[src/include/exec_params.svh]
`ifndef EXEC_PARAMS_SVH
`define EXEC_PARAMS_SVH

`define EXEC_XLEN        32
`define EXEC_OP_W        5
`define EXEC_SA_W        5
`define EXEC_MULT_CYCLES 9   // eight nibble steps plus sign fix

// operation codes
`define EXEC_OP_AND      5'd0
`define EXEC_OP_OR       5'd1
`define EXEC_OP_NOR      5'd2
`define EXEC_OP_XOR      5'd3
`define EXEC_OP_ADD      5'd4
`define EXEC_OP_ADDU     5'd5
`define EXEC_OP_SUB      5'd6
`define EXEC_OP_SUBU     5'd7
`define EXEC_OP_SLT      5'd8
`define EXEC_OP_SLTU     5'd9
`define EXEC_OP_SLL      5'd10
`define EXEC_OP_SLL_SA   5'd11
`define EXEC_OP_SRL      5'd12
`define EXEC_OP_SRA      5'd13
`define EXEC_OP_SRL_SA   5'd14
`define EXEC_OP_SRA_SA   5'd15
`define EXEC_OP_LUI      5'd16
`define EXEC_OP_PASS     5'd17
`define EXEC_OP_MULT     5'd18
`define EXEC_OP_MULTU    5'd19
`define EXEC_OP_DIV      5'd20
`define EXEC_OP_DIVU     5'd21
`define EXEC_OP_MTHI     5'd22
`define EXEC_OP_MTLO     5'd23

// hi/lo write kinds
`define EXEC_HILO_FULL   2'd0
`define EXEC_HILO_HI     2'd1
`define EXEC_HILO_LO     2'd2

`endif

[src/hw/alu_types_pkg.sv]
`include "exec_params.svh"

package alu_types_pkg;

    // operand or result word
    typedef logic [`EXEC_XLEN-1:0] word_t;

    // hi in the upper word
    typedef logic [2*`EXEC_XLEN-1:0] dword_t;

    typedef logic [`EXEC_OP_W-1:0] alu_op_t;

    typedef logic [`EXEC_SA_W-1:0] shamt_t;

endpackage

[src/hw/muldiv_pkg.sv]
package muldiv_pkg;

    typedef enum logic [1:0] {
        DIV_IDLE = 2'd0,
        DIV_BUSY = 2'd1,
        DIV_DONE = 2'd2
    } div_state_t;

    // iteration count for both sequencers
    typedef logic [5:0] step_cnt_t;

endpackage

[src/hw/alu_logic.sv]
`timescale 1ns/10ps
`include "exec_params.svh"

module alu_logic import alu_types_pkg::*; (
    input  alu_op_t op,
    input  word_t   a,
    input  word_t   b,
    input  shamt_t  sa,
    output word_t   y,
    output logic    overflow
);
    logic   op_and, op_or, op_nor, op_xor;
    logic   op_add, op_addu, op_sub, op_subu;
    logic   op_slt, op_sltu;
    logic   op_sll, op_sll_sa, op_srl, op_sra, op_srl_sa, op_sra_sa;
    logic   op_lui, op_pass;
    logic   do_sub;
    word_t  adder_b;
    word_t  sum;
    logic   cout;
    word_t  slt_y, sltu_y;
    word_t  sll_y, sll_sa_y;
    dword_t sr64_y, sr64_sa_y;
    word_t  lui_y;

    assign op_and    = (op == `EXEC_OP_AND);
    assign op_or     = (op == `EXEC_OP_OR);
    assign op_nor    = (op == `EXEC_OP_NOR);
    assign op_xor    = (op == `EXEC_OP_XOR);
    assign op_add    = (op == `EXEC_OP_ADD);
    assign op_addu   = (op == `EXEC_OP_ADDU);
    assign op_sub    = (op == `EXEC_OP_SUB);
    assign op_subu   = (op == `EXEC_OP_SUBU);
    assign op_slt    = (op == `EXEC_OP_SLT);
    assign op_sltu   = (op == `EXEC_OP_SLTU);
    assign op_sll    = (op == `EXEC_OP_SLL);
    assign op_sll_sa = (op == `EXEC_OP_SLL_SA);
    assign op_srl    = (op == `EXEC_OP_SRL);
    assign op_sra    = (op == `EXEC_OP_SRA);
    assign op_srl_sa = (op == `EXEC_OP_SRL_SA);
    assign op_sra_sa = (op == `EXEC_OP_SRA_SA);
    assign op_lui    = (op == `EXEC_OP_LUI);
    assign op_pass   = (op == `EXEC_OP_PASS);

    // one adder, b inverted plus carry-in gives a - b
    assign do_sub  = op_sub | op_subu | op_slt | op_sltu;
    assign adder_b = b ^ {`EXEC_XLEN{do_sub}};
    assign {cout, sum} = {1'b0, a} + {1'b0, adder_b} + {{`EXEC_XLEN{1'b0}}, do_sub};

    // a < b signed: a negative and b not, or same signs and difference negative
    assign slt_y  = {{(`EXEC_XLEN-1){1'b0}},
                     (a[`EXEC_XLEN-1] & ~b[`EXEC_XLEN-1]) |
                     (~(a[`EXEC_XLEN-1] ^ b[`EXEC_XLEN-1]) & sum[`EXEC_XLEN-1])};
    assign sltu_y = {{(`EXEC_XLEN-1){1'b0}}, ~cout};  // borrow out

    assign sll_y    = b << a[`EXEC_SA_W-1:0];
    assign sll_sa_y = b << sa;
    assign sr64_y    = {{`EXEC_XLEN{op_sra & b[`EXEC_XLEN-1]}}, b} >> a[`EXEC_SA_W-1:0];
    assign sr64_sa_y = {{`EXEC_XLEN{op_sra_sa & b[`EXEC_XLEN-1]}}, b} >> sa;

    assign lui_y = {b[`EXEC_XLEN/2-1:0], {(`EXEC_XLEN/2){1'b0}}};

    assign y = ({`EXEC_XLEN{op_and}}                  & (a & b))                |
               ({`EXEC_XLEN{op_or}}                   & (a | b))                |
               ({`EXEC_XLEN{op_nor}}                  & ~(a | b))               |
               ({`EXEC_XLEN{op_xor}}                  & (a ^ b))                |
               ({`EXEC_XLEN{op_add | op_addu | op_sub | op_subu}} & sum)        |
               ({`EXEC_XLEN{op_slt}}                  & slt_y)                  |
               ({`EXEC_XLEN{op_sltu}}                 & sltu_y)                 |
               ({`EXEC_XLEN{op_sll}}                  & sll_y)                  |
               ({`EXEC_XLEN{op_sll_sa}}               & sll_sa_y)               |
               ({`EXEC_XLEN{op_srl | op_sra}}         & sr64_y[`EXEC_XLEN-1:0]) |
               ({`EXEC_XLEN{op_srl_sa | op_sra_sa}}   & sr64_sa_y[`EXEC_XLEN-1:0]) |
               ({`EXEC_XLEN{op_lui}}                  & lui_y)                  |
               ({`EXEC_XLEN{op_pass}}                 & a);

    // same-sign operands, result sign flipped
    assign overflow = (op_add | op_sub) &
                      (a[`EXEC_XLEN-1] == adder_b[`EXEC_XLEN-1]) &
                      (sum[`EXEC_XLEN-1] != a[`EXEC_XLEN-1]);

endmodule

[src/hw/div_radix2.sv]
`timescale 1ns/10ps
`include "exec_params.svh"

module div_radix2 import alu_types_pkg::*, muldiv_pkg::*; (
    input  logic   clk,
    input  logic   rst_n,
    input  logic   start,
    input  logic   flush,
    input  logic   sign,
    input  word_t  a,
    input  word_t  b,
    output logic   done,
    output dword_t quot_rem
);
    localparam step_cnt_t LAST_STEP = step_cnt_t'(`EXEC_XLEN - 1);

    div_state_t          state;
    step_cnt_t           cnt;
    word_t               mag_a, mag_b;
    word_t               rem;
    word_t               quot;   // dividend shifts out as quotient shifts in
    word_t               dvsr;
    logic                neg_q, neg_r;
    logic                dz;
    logic [`EXEC_XLEN:0] shifted;
    logic [`EXEC_XLEN:0] diff;
    logic                q_bit;
    word_t               rem_n, quot_n;
    word_t               q_fix, r_fix;

    assign mag_a = (sign && a[`EXEC_XLEN-1]) ? -a : a;
    assign mag_b = (sign && b[`EXEC_XLEN-1]) ? -b : b;

    assign shifted = {rem, quot[`EXEC_XLEN-1]};
    assign diff    = shifted - {1'b0, dvsr};
    assign q_bit   = ~diff[`EXEC_XLEN];  // no borrow, keep the difference
    assign rem_n   = q_bit ? diff[`EXEC_XLEN-1:0] : shifted[`EXEC_XLEN-1:0];
    assign quot_n  = {quot[`EXEC_XLEN-2:0], q_bit};

    // remainder follows the dividend sign
    assign q_fix = dz ? '1 : (neg_q ? -quot_n : quot_n);
    assign r_fix = neg_r ? -rem_n : rem_n;

    always_ff @(posedge clk or negedge rst_n) begin
        if (!rst_n) begin
            state <= DIV_IDLE;
            cnt   <= '0;
        end else if (flush) begin
            state <= DIV_IDLE;
        end else if (start) begin
            state <= DIV_BUSY;
            cnt   <= '0;
        end else begin
            case (state)
                DIV_BUSY: begin
                    if (cnt == LAST_STEP) begin
                        state <= DIV_DONE;
                    end
                    cnt <= cnt + 1'b1;
                end
                DIV_DONE: state <= DIV_DONE;  // hold until next start
                default:  state <= DIV_IDLE;
            endcase
        end
    end

    always_ff @(posedge clk) begin
        if (start) begin
            rem   <= '0;
            quot  <= mag_a;
            dvsr  <= mag_b;
            neg_q <= sign & (a[`EXEC_XLEN-1] ^ b[`EXEC_XLEN-1]);
            neg_r <= sign & a[`EXEC_XLEN-1];
            dz    <= (b == '0);
        end else if (state == DIV_BUSY) begin
            rem  <= rem_n;
            quot <= quot_n;
            if (cnt == LAST_STEP) begin
                quot_rem <= {r_fix, q_fix};
            end
        end
    end

    assign done = (state == DIV_DONE);

endmodule

[src/hw/exec_unit.sv]
`timescale 1ns/10ps
`include "exec_params.svh"

module exec_unit import alu_types_pkg::*; (
    input  logic    clk,
    input  logic    rst_n,
    input  logic    issue,
    input  logic    flush,
    input  logic    stall_m,
    input  alu_op_t alu_op,
    input  word_t   src_a,
    input  word_t   src_b,
    input  shamt_t  sa,
    output word_t   result,
    output logic    overflow,
    output logic    stall_e,
    output dword_t  hilo
);
    logic       is_mult, is_div, is_mt, is_long, is_single;
    logic       mult_start, div_start;
    logic       mult_done, div_done, long_done;
    dword_t     product, quot_rem;
    word_t      alu_y;
    logic       alu_ovf;
    logic       pend;   // long op issued, hi/lo not yet written
    logic       long_wr, mt_wr;
    logic [1:0] wr_kind;

    assign is_mult   = (alu_op == `EXEC_OP_MULT) | (alu_op == `EXEC_OP_MULTU);
    assign is_div    = (alu_op == `EXEC_OP_DIV) | (alu_op == `EXEC_OP_DIVU);
    assign is_mt     = (alu_op == `EXEC_OP_MTHI) | (alu_op == `EXEC_OP_MTLO);
    assign is_long   = is_mult | is_div;
    assign is_single = ~is_long & ~is_mt;

    assign mult_start = issue & is_mult;
    assign div_start  = issue & is_div;
    assign long_done  = is_mult ? mult_done : div_done;

    // issue cycle counts as the first stall cycle
    assign stall_e = is_long & ~flush & (issue | (pend & ~long_done));

    assign long_wr = pend & is_long & long_done & ~issue & ~stall_m & ~flush;
    assign mt_wr   = issue & is_mt & ~stall_m & ~flush;
    assign wr_kind = (alu_op == `EXEC_OP_MTHI) ? `EXEC_HILO_HI :
                     (alu_op == `EXEC_OP_MTLO) ? `EXEC_HILO_LO : `EXEC_HILO_FULL;

    always_ff @(posedge clk or negedge rst_n) begin
        if (!rst_n) begin
            pend <= 1'b0;
        end else if (flush) begin
            pend <= 1'b0;
        end else if (issue && is_long) begin
            pend <= 1'b1;
        end else if (long_wr) begin
            pend <= 1'b0;
        end
    end

    alu_logic alu_logic_inst (
        .op       (alu_op),
        .a        (src_a),
        .b        (src_b),
        .sa       (sa),
        .y        (alu_y),
        .overflow (alu_ovf)
    );

    mult_iter mult_iter_inst (
        .clk     (clk),
        .rst_n   (rst_n),
        .start   (mult_start),
        .flush   (flush),
        .sign    (alu_op == `EXEC_OP_MULT),
        .a       (src_a),
        .b       (src_b),
        .done    (mult_done),
        .product (product)
    );

    div_radix2 div_radix2_inst (
        .clk      (clk),
        .rst_n    (rst_n),
        .start    (div_start),
        .flush    (flush),
        .sign     (alu_op == `EXEC_OP_DIV),
        .a        (src_a),
        .b        (src_b),
        .done     (div_done),
        .quot_rem (quot_rem)
    );

    hilo_reg hilo_reg_inst (
        .clk   (clk),
        .rst_n (rst_n),
        .we    (long_wr | mt_wr),
        .kind  (wr_kind),
        .full  (is_mult ? product : quot_rem),
        .word  (src_a),
        .hilo  (hilo)
    );

    assign result   = is_single ? alu_y : '0;
    assign overflow = is_single & alu_ovf;

endmodule

[src/hw/hilo_reg.sv]
`timescale 1ns/10ps
`include "exec_params.svh"

module hilo_reg import alu_types_pkg::*; (
    input  logic       clk,
    input  logic       rst_n,
    input  logic       we,
    input  logic [1:0] kind,
    input  dword_t     full,
    input  word_t      word,
    output dword_t     hilo
);

    always_ff @(posedge clk or negedge rst_n) begin
        if (!rst_n) begin
            hilo <= '0;
        end else if (we) begin
            case (kind)
                `EXEC_HILO_HI: begin
                    hilo[2*`EXEC_XLEN-1:`EXEC_XLEN] <= word;  // lo kept
                end
                `EXEC_HILO_LO: begin
                    hilo[`EXEC_XLEN-1:0] <= word;
                end
                default: begin
                    hilo <= full;  // product or quotient/remainder
                end
            endcase
        end
    end

endmodule

[src/hw/mult_iter.sv]
`timescale 1ns/10ps
`include "exec_params.svh"

module mult_iter import alu_types_pkg::*, muldiv_pkg::*; (
    input  logic   clk,
    input  logic   rst_n,
    input  logic   start,
    input  logic   flush,
    input  logic   sign,
    input  word_t  a,
    input  word_t  b,
    output logic   done,
    output dword_t product
);
    localparam int        DW        = 2 * `EXEC_XLEN;
    localparam step_cnt_t LAST_STEP = step_cnt_t'(`EXEC_MULT_CYCLES - 1);

    word_t     mag_a, mag_b;
    dword_t    step_m;
    word_t     step_q;
    dword_t    step_acc;
    dword_t    partial;
    dword_t    mcand;   // shifted up one nibble per step
    word_t     mplier;
    dword_t    acc;
    logic      neg;
    logic      busy;
    step_cnt_t cnt;

    assign mag_a = (sign && a[`EXEC_XLEN-1]) ? -a : a;
    assign mag_b = (sign && b[`EXEC_XLEN-1]) ? -b : b;

    // first nibble is taken on the start edge itself
    assign step_m   = start ? {{`EXEC_XLEN{1'b0}}, mag_a} : mcand;
    assign step_q   = start ? mag_b : mplier;
    assign step_acc = start ? '0 : acc;

    assign partial = ({DW{step_q[0]}} & step_m)        +
                     ({DW{step_q[1]}} & (step_m << 1)) +
                     ({DW{step_q[2]}} & (step_m << 2)) +
                     ({DW{step_q[3]}} & (step_m << 3));

    always_ff @(posedge clk or negedge rst_n) begin
        if (!rst_n) begin
            busy <= 1'b0;
            done <= 1'b0;
            cnt  <= '0;
            neg  <= 1'b0;
        end else if (flush) begin
            busy <= 1'b0;
            done <= 1'b0;
        end else if (start) begin
            busy <= 1'b1;
            done <= 1'b0;
            cnt  <= step_cnt_t'(1);
            neg  <= sign & (a[`EXEC_XLEN-1] ^ b[`EXEC_XLEN-1]);
        end else if (busy) begin
            if (cnt == LAST_STEP) begin
                busy <= 1'b0;
                done <= 1'b1;
            end else begin
                cnt <= cnt + 1'b1;
            end
        end
    end

    always_ff @(posedge clk) begin
        if (start || (busy && cnt != LAST_STEP)) begin
            acc    <= step_acc + partial;
            mcand  <= step_m << 4;
            mplier <= step_q >> 4;
        end else if (busy && neg) begin
            acc <= -acc;  // sign fix cycle
        end
    end

    assign product = acc;

endmodule

[config.mk]
export PLATFORM = sky130hd
export DESIGN_NAME = exec_unit
export DESIGN_NICKNAME = d
export VERILOG_FILES = /design/src/hw/alu_types_pkg.sv /design/src/hw/muldiv_pkg.sv /design/src/hw/alu_logic.sv /design/src/hw/div_radix2.sv /design/src/hw/exec_unit.sv /design/src/hw/hilo_reg.sv /design/src/hw/mult_iter.sv
export VERILOG_INCLUDE_DIRS = /design/src /design/src/include
export SDC_FILE = /design/constraint.sdc
export NUM_CORES = 2
export LEC_CHECK = 0
export BUFFER_PORTS_ARGS = -buffer_cell sky130_fd_sc_hd__clkbuf_2
export CAP_MARGIN = 10
export CORE_ASPECT_RATIO = 0.5
export CORE_MARGIN = 5
export CORE_UTILIZATION = 44
export CTS_CLUSTER_DIAMETER = 80
export DETAILED_ROUTE_END_ITERATION = 7
export PLACE_DENSITY_LB_ADDON = 0.3
export SETUP_SLACK_MARGIN = 0.05
export SLEW_MARGIN = 10
export SYNTH_ARGS = -nofsm -noshare
export SYNTH_HDL_FRONTEND = slang
export SYNTH_SLANG_ARGS = --single-unit
[constraint.sdc]
create_clock -name clk -period 10 [get_ports clk]
set_input_delay 0 -clock clk [delete_from_list [all_inputs] [get_ports clk]]
set_output_delay 0 -clock clk [all_outputs]
set_load 0.02 [all_outputs]
== Word-level counts from Yosys, hierarchy flattened ==
Cells that the tools add are included.
Widths: inputs -> output; s select.

* Reduce and logical (&&, ||, !) cells: 23
* Bitwise operators: 88
* Mux-type cells: 41
* Equal/unequal tests: 34
* Shifts and indexed selects: 4
* Add/subtract/negate cells: 14

{| class="wikitable"
|+ Operators by type and width
! kind !! number
|-
| $or 32x32->32 || 13
|-
| $and 32x32->32 || 12
|-
| $mux 32 || 10
|-
| $mux 64 || 5
|-
| $add 64x64->64 || 4
|-
| $and 64x64->64 || 4
|-
| $neg 32->32 || 4
|-
| $pmux 32 s2 || 2
|-
| $shr 64x5->32 || 2
|-
| $and 32x1->32 || 2
|-
| $neg 64->64 || 1
|-
| $shl 32x5->32 || 2
|-
| $xor 32x32->32 || 2
|-
| $eq 5x4->1 const B || 8
|-
| $eq 5x5->1 const B || 8
|-
| $add 32x32->33 || 1
|-
| $add 33x1->33 || 1
|-
| $sub 33x32->33 || 1
|-
| $logic_not 32->1 || 1
|-
| $not 32->32 || 1
|-
| $mux 6 || 5
|-
| $mux 28 || 1
|-
| $and 1x1->1 || 24
|-
| $eq 5x3->1 const B || 4
|-
| other kinds (25) || 86
|}

* Word-level logic and storage cells: 225
* Bits in registers: 397

== Depth between registers and ports, before layout ==
* Word-level depth: 19
* Depth in mapped cells: 30

== Hierarchy ==
Synthesis repeated with hierarchy kept, for this count alone.

* Cell total of the unflattened synthesis: 5,458
* Area, all modules: 46,677.3 um2

{| class="wikitable"
|+ Modules (own cells, without submodules)
! module !! cells an instance !! area an instance (um2) !! times used !! seq. area each (um2)
|-
| mult_iter || 2,157 || 18,675.4 || 1 || 4,789.6
|-
| div_radix2 || 1,217 || 11,348.4 || 1 || 4,774.6
|-
| alu_logic || 1,578 || 11,320.9 || 1 || 0.0
|-
| hilo_reg || 366 || 4,066.4 || 1 || 1,601.5
|-
| exec_unit || 140 || 1,266.2 || 1 || 25.0
|}

== Worst setup path before layout ==
No wires, ideal clock.

* Path type: input -> register
* Start point: input port src_a[1]
* End point: register mult_iter_inst.acc[60], in the netlist mult_iter_inst.product[60] (data pin)
* Data arrival time: 7,234 ps
* Buffers on the path: 3
* Slack: 2,509 ps
* Stages: 30
* Setup time: 256 ps
* Cells stage by stage: inv_1 > clkbuf_1 > buf_1 > ha_1 > nand3_1 > or3_1 > or2_2 > nor3_1 > a21oi_1 > xnor2_1 > nor2_1 > a21oi_1 > nor2_1 > fa_1 > fa_1 > inv_1 > fa_1 > inv_1 > ha_1 > clkbuf_1 > and4_1 > o2bb2ai_1 > a311o_1 > a221oi_1 > o31ai_1 > o211a_1 > o21ai_1 > o21ai_1 > a2111o_1 > a22o_1

* Cells in the longest elaborated chain, start to end: 9
* Elaborated cells between the ends (all ways): 12
* Those cells by class: add/sub (5); mux (3); bitwise (4)

{| class="wikitable"
|+ RTL lines
! what !! RTL line !! text
|-
| start, declared || exec_unit.sv:11 || <nowiki>input word_t src_a,</nowiki>
|-
| $neg 32->32 || mult_iter.sv:30 || <nowiki>assign mag_a = (sign && a[`EXEC_XLEN-1]) ? -a : a;</nowiki>
|-
| $mux 32 * || mult_iter.sv:30 ||
|-
| $mux 64 * || mult_iter.sv:34 || <nowiki>assign step_m = start ? {{`EXEC_XLEN{1'b0}}, mag_a} : mcand;</nowiki>
|-
| $and 64x64->64, on equally long branches || mult_iter.sv:38, mult_iter.sv:39 ||
|-
| $add 64x64->64 || mult_iter.sv:38 || <nowiki>assign partial = ({DW{step_q[0]}} & step_m) +</nowiki>
|-
| $add 64x64->64 || mult_iter.sv:39 || <nowiki>({DW{step_q[1]}} & (step_m << 1)) +</nowiki>
|-
| $add 64x64->64 * || mult_iter.sv:40 || <nowiki>({DW{step_q[2]}} & (step_m << 2)) +</nowiki>
|-
| $add 64x64->64 * || mult_iter.sv:69 || <nowiki>acc <= step_acc + partial;</nowiki>
|-
| $mux 64 * || mult_iter.sv:68 || <nowiki>if (start || (busy && cnt != LAST_STEP)) begin</nowiki>
|-
| end signal, assigned || mult_iter.sv:69 ||
|-
| end signal, assigned || mult_iter.sv:73 || <nowiki>acc <= -acc;</nowiki>
|-
| end, declared || mult_iter.sv:25 || <nowiki>dword_t acc;</nowiki>
|}

Every way passes the cells marked *; elsewhere a longest branch is shown, timed or not.
A chain may end at the register's enable or synchronous reset.

== Worst setup path after layout ==
* Start point: input port alu_op[1]
* End point: register mult_iter_inst.acc[63], in the netlist mult_iter_inst.product[63] (data pin)

* Cells in the longest elaborated chain, start to end: 10
* Elaborated cells between the ends (all ways): 21
* Those cells by class: add/sub (4); eq/ne (2); mux (6); bitwise (6); reduce/logical (3)

{| class="wikitable"
|+ RTL lines
! what !! RTL line !! text
|-
| start, declared || exec_unit.sv:10 || <nowiki>input alu_op_t alu_op,</nowiki>
|-
| $eq 5x5->1 (no source line) || - ||
|-
| $or 1x1->1 (tied with other cells) || exec_unit.sv:29 || <nowiki>assign is_mult = (alu_op == `EXEC_OP_MULT) | (alu_op == `EXEC_OP_MULTU);</nowiki>
|-
| $and 1x1->1 (tied with other cells) || exec_unit.sv:35 || <nowiki>assign mult_start = issue & is_mult;</nowiki>
|-
| $mux 28 / $mux 64 (equally long branches) || mult_iter.sv:35, mult_iter.sv:34 ||
|-
| $and 64x64->64, on equally long branches || mult_iter.sv:38, mult_iter.sv:39 ||
|-
| $add 64x64->64 || mult_iter.sv:38 ||
|-
| $add 64x64->64 || mult_iter.sv:39 ||
|-
| $add 64x64->64 || mult_iter.sv:40 ||
|-
| $add 64x64->64 || mult_iter.sv:69 ||
|-
| $mux 64 * || mult_iter.sv:68 ||
|}

Marks and branches as above.

==> impl_metrics.ini <==
[place]
dp_slack_ps = 1630
place_congestion = 1.06
hpwl_um = 144000
port_buffers = 176
place_area_um2 = 46100

[synthesis]
yosys_most_used_dff = edfxtp_1
synth_cell_type_count = 108
netlist_area_um2 = 44300
synth_nets = 5933
synth-simple-area-share_pct = 19.2
synth_top_family_by_area = compound AO/OA/AOI/OAI gates
syn_inst = 5466
synth-compound-area-share_pct = 19.6
syn_avg_cell_area_um2 = 8.10
synth_seq_cells = 397
yosysSeqAreaShare_pct = 25.3
synthAdderAreaFrac_pct = 14.1
synthMuxAreaShare_pct = 8.19
synth_edf_count = 283
ys_warn_count = 0
async_reset_ff_share_pct = 20.7
synth_xor_area_share_pct = 6.76

[global_routing]
antenna_found_initial = 8
top_usage_layer = met2
grt_overflow = 0
grtUsageTotal_pct = 33.7
grt_max_degree = 92
met2_usage_pct = 51.0
grt_pass1_wl_um = 271000
use_met3_pct = 5.77
use_met1_pct = 46.9
grt_pass1_vias = 40025

[worst_hold_path]
min-delay-start = src_a[14]
min-delay-path-class = primary input to register

[clocking]
cts_tree = built
htree_levels = 2
cts_buffer_depth = 3
clkLatencyLatePin_ps = 610
cts_buffers = 45
post_cts_buffers = 0
path_clk_slew_ps = 60
cts_sinks = 397
root_buffer = clkbuf_16
ctsResizeCount = 0

[final_layout]
mostFrequentLayoutCells = nor2_1 (649), nand2_1 (540), o21ai_0 (444), inv_1 (391), a21oi_1 (376)
drive_above_1_share_pct = 8.74
syn2layout_area_growth_pct = 7.90
fin_nets = 5877
final_common_cell = nor2_1
final_area_um2 = 47800

[setup_path]
cp_data_required_time_ps = 10340
worstSetupPathType = primary input to register
path_max_fanout = 24
reg2reg_from = mult_iter_inst.mplier[1]$_DFFE_PN_
r2r_setup_slack_ps = 2570
cp.arrival_ps = 8750
startpoint = alu_op[1]
crit_path_end_kind = register
worst_setup_path_start_kind = primary input

[die]
initial_core_util_pct = 44.3
io_pins = 177
num_rows = 82
core_area_um2 = 100000
dieArea_um2 = 107000
die_y_um = 234
die_x_um = 459

[job]
cap_violations = 0

[power_and_ir_drop]
ir_drop_mv = 0.124
leakage_nw = 20.0
p_per_area_nw_per_um2 = 147

[timing]
fin_crit_sh_pct = 84.2
fin_skew_ps = 25.3
period_minus_slack_ps = 8420
setup_ws_ps = 1580
rsz0062_at_grt = false
tns_ps = 0
setup_violations = 0
maxSlewHeadroom_pct = 21.9
drv_slew = 0
worst_pin_slew_ps = 1140
hold_ws_ps = 33.3
fmax_ghz = 0.119
hold_viol = 0

[routing]
vias = 43076
ant_nets = 0
post_drt_wl_per_cell_um = 27.7
drt_wl_total_um = 188000
first_pass_iters = 7
drc = 0
drt_iter0_drc = 5605
vias_per_cell = 6.34

[outcome]
status = complete, no violations
-- per-stage QoR --
step	cells	total power, W	utilization [%]
after CTS	6789	0.00694	47.7
after detailed placement	6687	0.00524	46.1
final	6793	0.00702	47.8
after global placement	6687	0.00520	46.1
after floorplan	5466	0.00428	-
after global routing	6790	0.00735	47.7
-- final timing paths --
path,depth (start not counted),endpoint
worst min register to register,2,hilo_reg_inst.hilo[6]$_DFFE_PN0P_
max in group asynchronous,4,hilo_reg_inst.hilo[56]$_DFFE_PN0P_
worst max-delay path,27,mult_iter_inst.product[63]$_DFFE_PP_
worst min-delay path,4,hilo_reg_inst.hilo[14]$_DFFE_PN0P_
min in group asynchronous,4,div_radix2_inst.cnt[0]$_DFFE_PN0P_
worst max register to register,22,mult_iter_inst.product[63]$_DFFE_PP_
-- final cells by class --
type,count,area (um2)
timing repair buffer,281,1740
sequential,397,11200
clock buffer,70,1340
fill,9861,52300
multi-input combinational,4272,30200
antenna,4,10.0
inverter,413,1550
tap,1344,1680
clock inverter,12,103
-- power breakdown --
group | switching [W] | internal [W]
Clock | 0.000744 | 0.000947
Combinational | 0.00213 | 0.00114
Sequential | 0.000145 | 0.00191
Total | 0.00302 | 0.00400
-- cell usage after synthesis (15+ instances only) --
library cell	number	share of area [%]
nor2_1	651	5.5
nand2_1	543	4.6
o21ai_0	444	5.0
inv_1	394	3.3
a21oi_1	379	4.3
clkbuf_1	308	2.6
edfxtp_1	283	19
mux2i_1	262	5.9
xnor2_1	246	4.9
ha_1	202	5.7
fa_1	186	8.4
nand3_1	126	1.4
nor3_1	102	1.2
xor2_1	93	1.8
dfrtp_1	82	4.6
o211ai_1	79	1.3
a21o_1	65	1.1
or3_1	64	0.90
and3_1	62	0.88
buf_1	60	0.51
a211oi_1	56	0.95
and2_1	50	0.71
o31ai_1	42	0.71
nand2b_1	41	0.58
mux4_2	37	1.9
nand4_1	36	0.51
nor4_1	36	0.51
dfxtp_1	32	1.4
a31oi_1	31	0.44
o21a_1	28	0.47
a221oi_1	26	0.51
nor2b_1	26	0.37
a22oi_1	24	0.41
or2_2	23	0.33
or4_1	20	0.34
o2111ai_1	19	0.38
a211o_1	18	0.36
a222oi_1	17	0.38
o21bai_1	16	0.27
mux2_2	15	0.38
-- repair_timing --
item	in CTS	in global routing
hold buffers	20	0
hold endpoints to repair	67	0
setup endpoints to repair	0	0
-- layer usage --
| layer | vias to the layer above | wire length (um) |
|---|---|---|
| met4 | 0 | 10600 |
| met5 | - | 0 |
| met2 | 2437 | 79600 |
| met3 | 457 | 18800 |
| met1 | 21032 | 79200 |
| li1 | 19150 | - |
-- logic make-up after synthesis --
kind of cell,Yosys count
and+or+nand+nor,1843
AOI/OAI and AO/OA,1387
buffers and inverters,797
DFF,397
adders and majority gates,388
xor gates and xnor gates,340
muxes,314
-- worst max-delay path, cell delays in order --
cell and delay, ps:
dlygate4sd3_1 530, clkbuf_2 300, or3b_1 550, nor2_1 150, buf_4 190, nand2_1 490
nor2_1 310, xnor2_1 240, nand2_1 240, nor2_1 210, fa_1 450, fa_1 540
inv_1 50, fa_1 520, inv_1 40, ha_1 220, fa_1 440, a211oi_1 310
o21ai_0 210, a211oi_1 580, nor3_1 230, o21ai_1 370, a21oi_1 150, o31ai_1 640
o2111ai_1 250, a2111oi_0 430, nor3b_1 90
(Power assumes the default switching activity.)
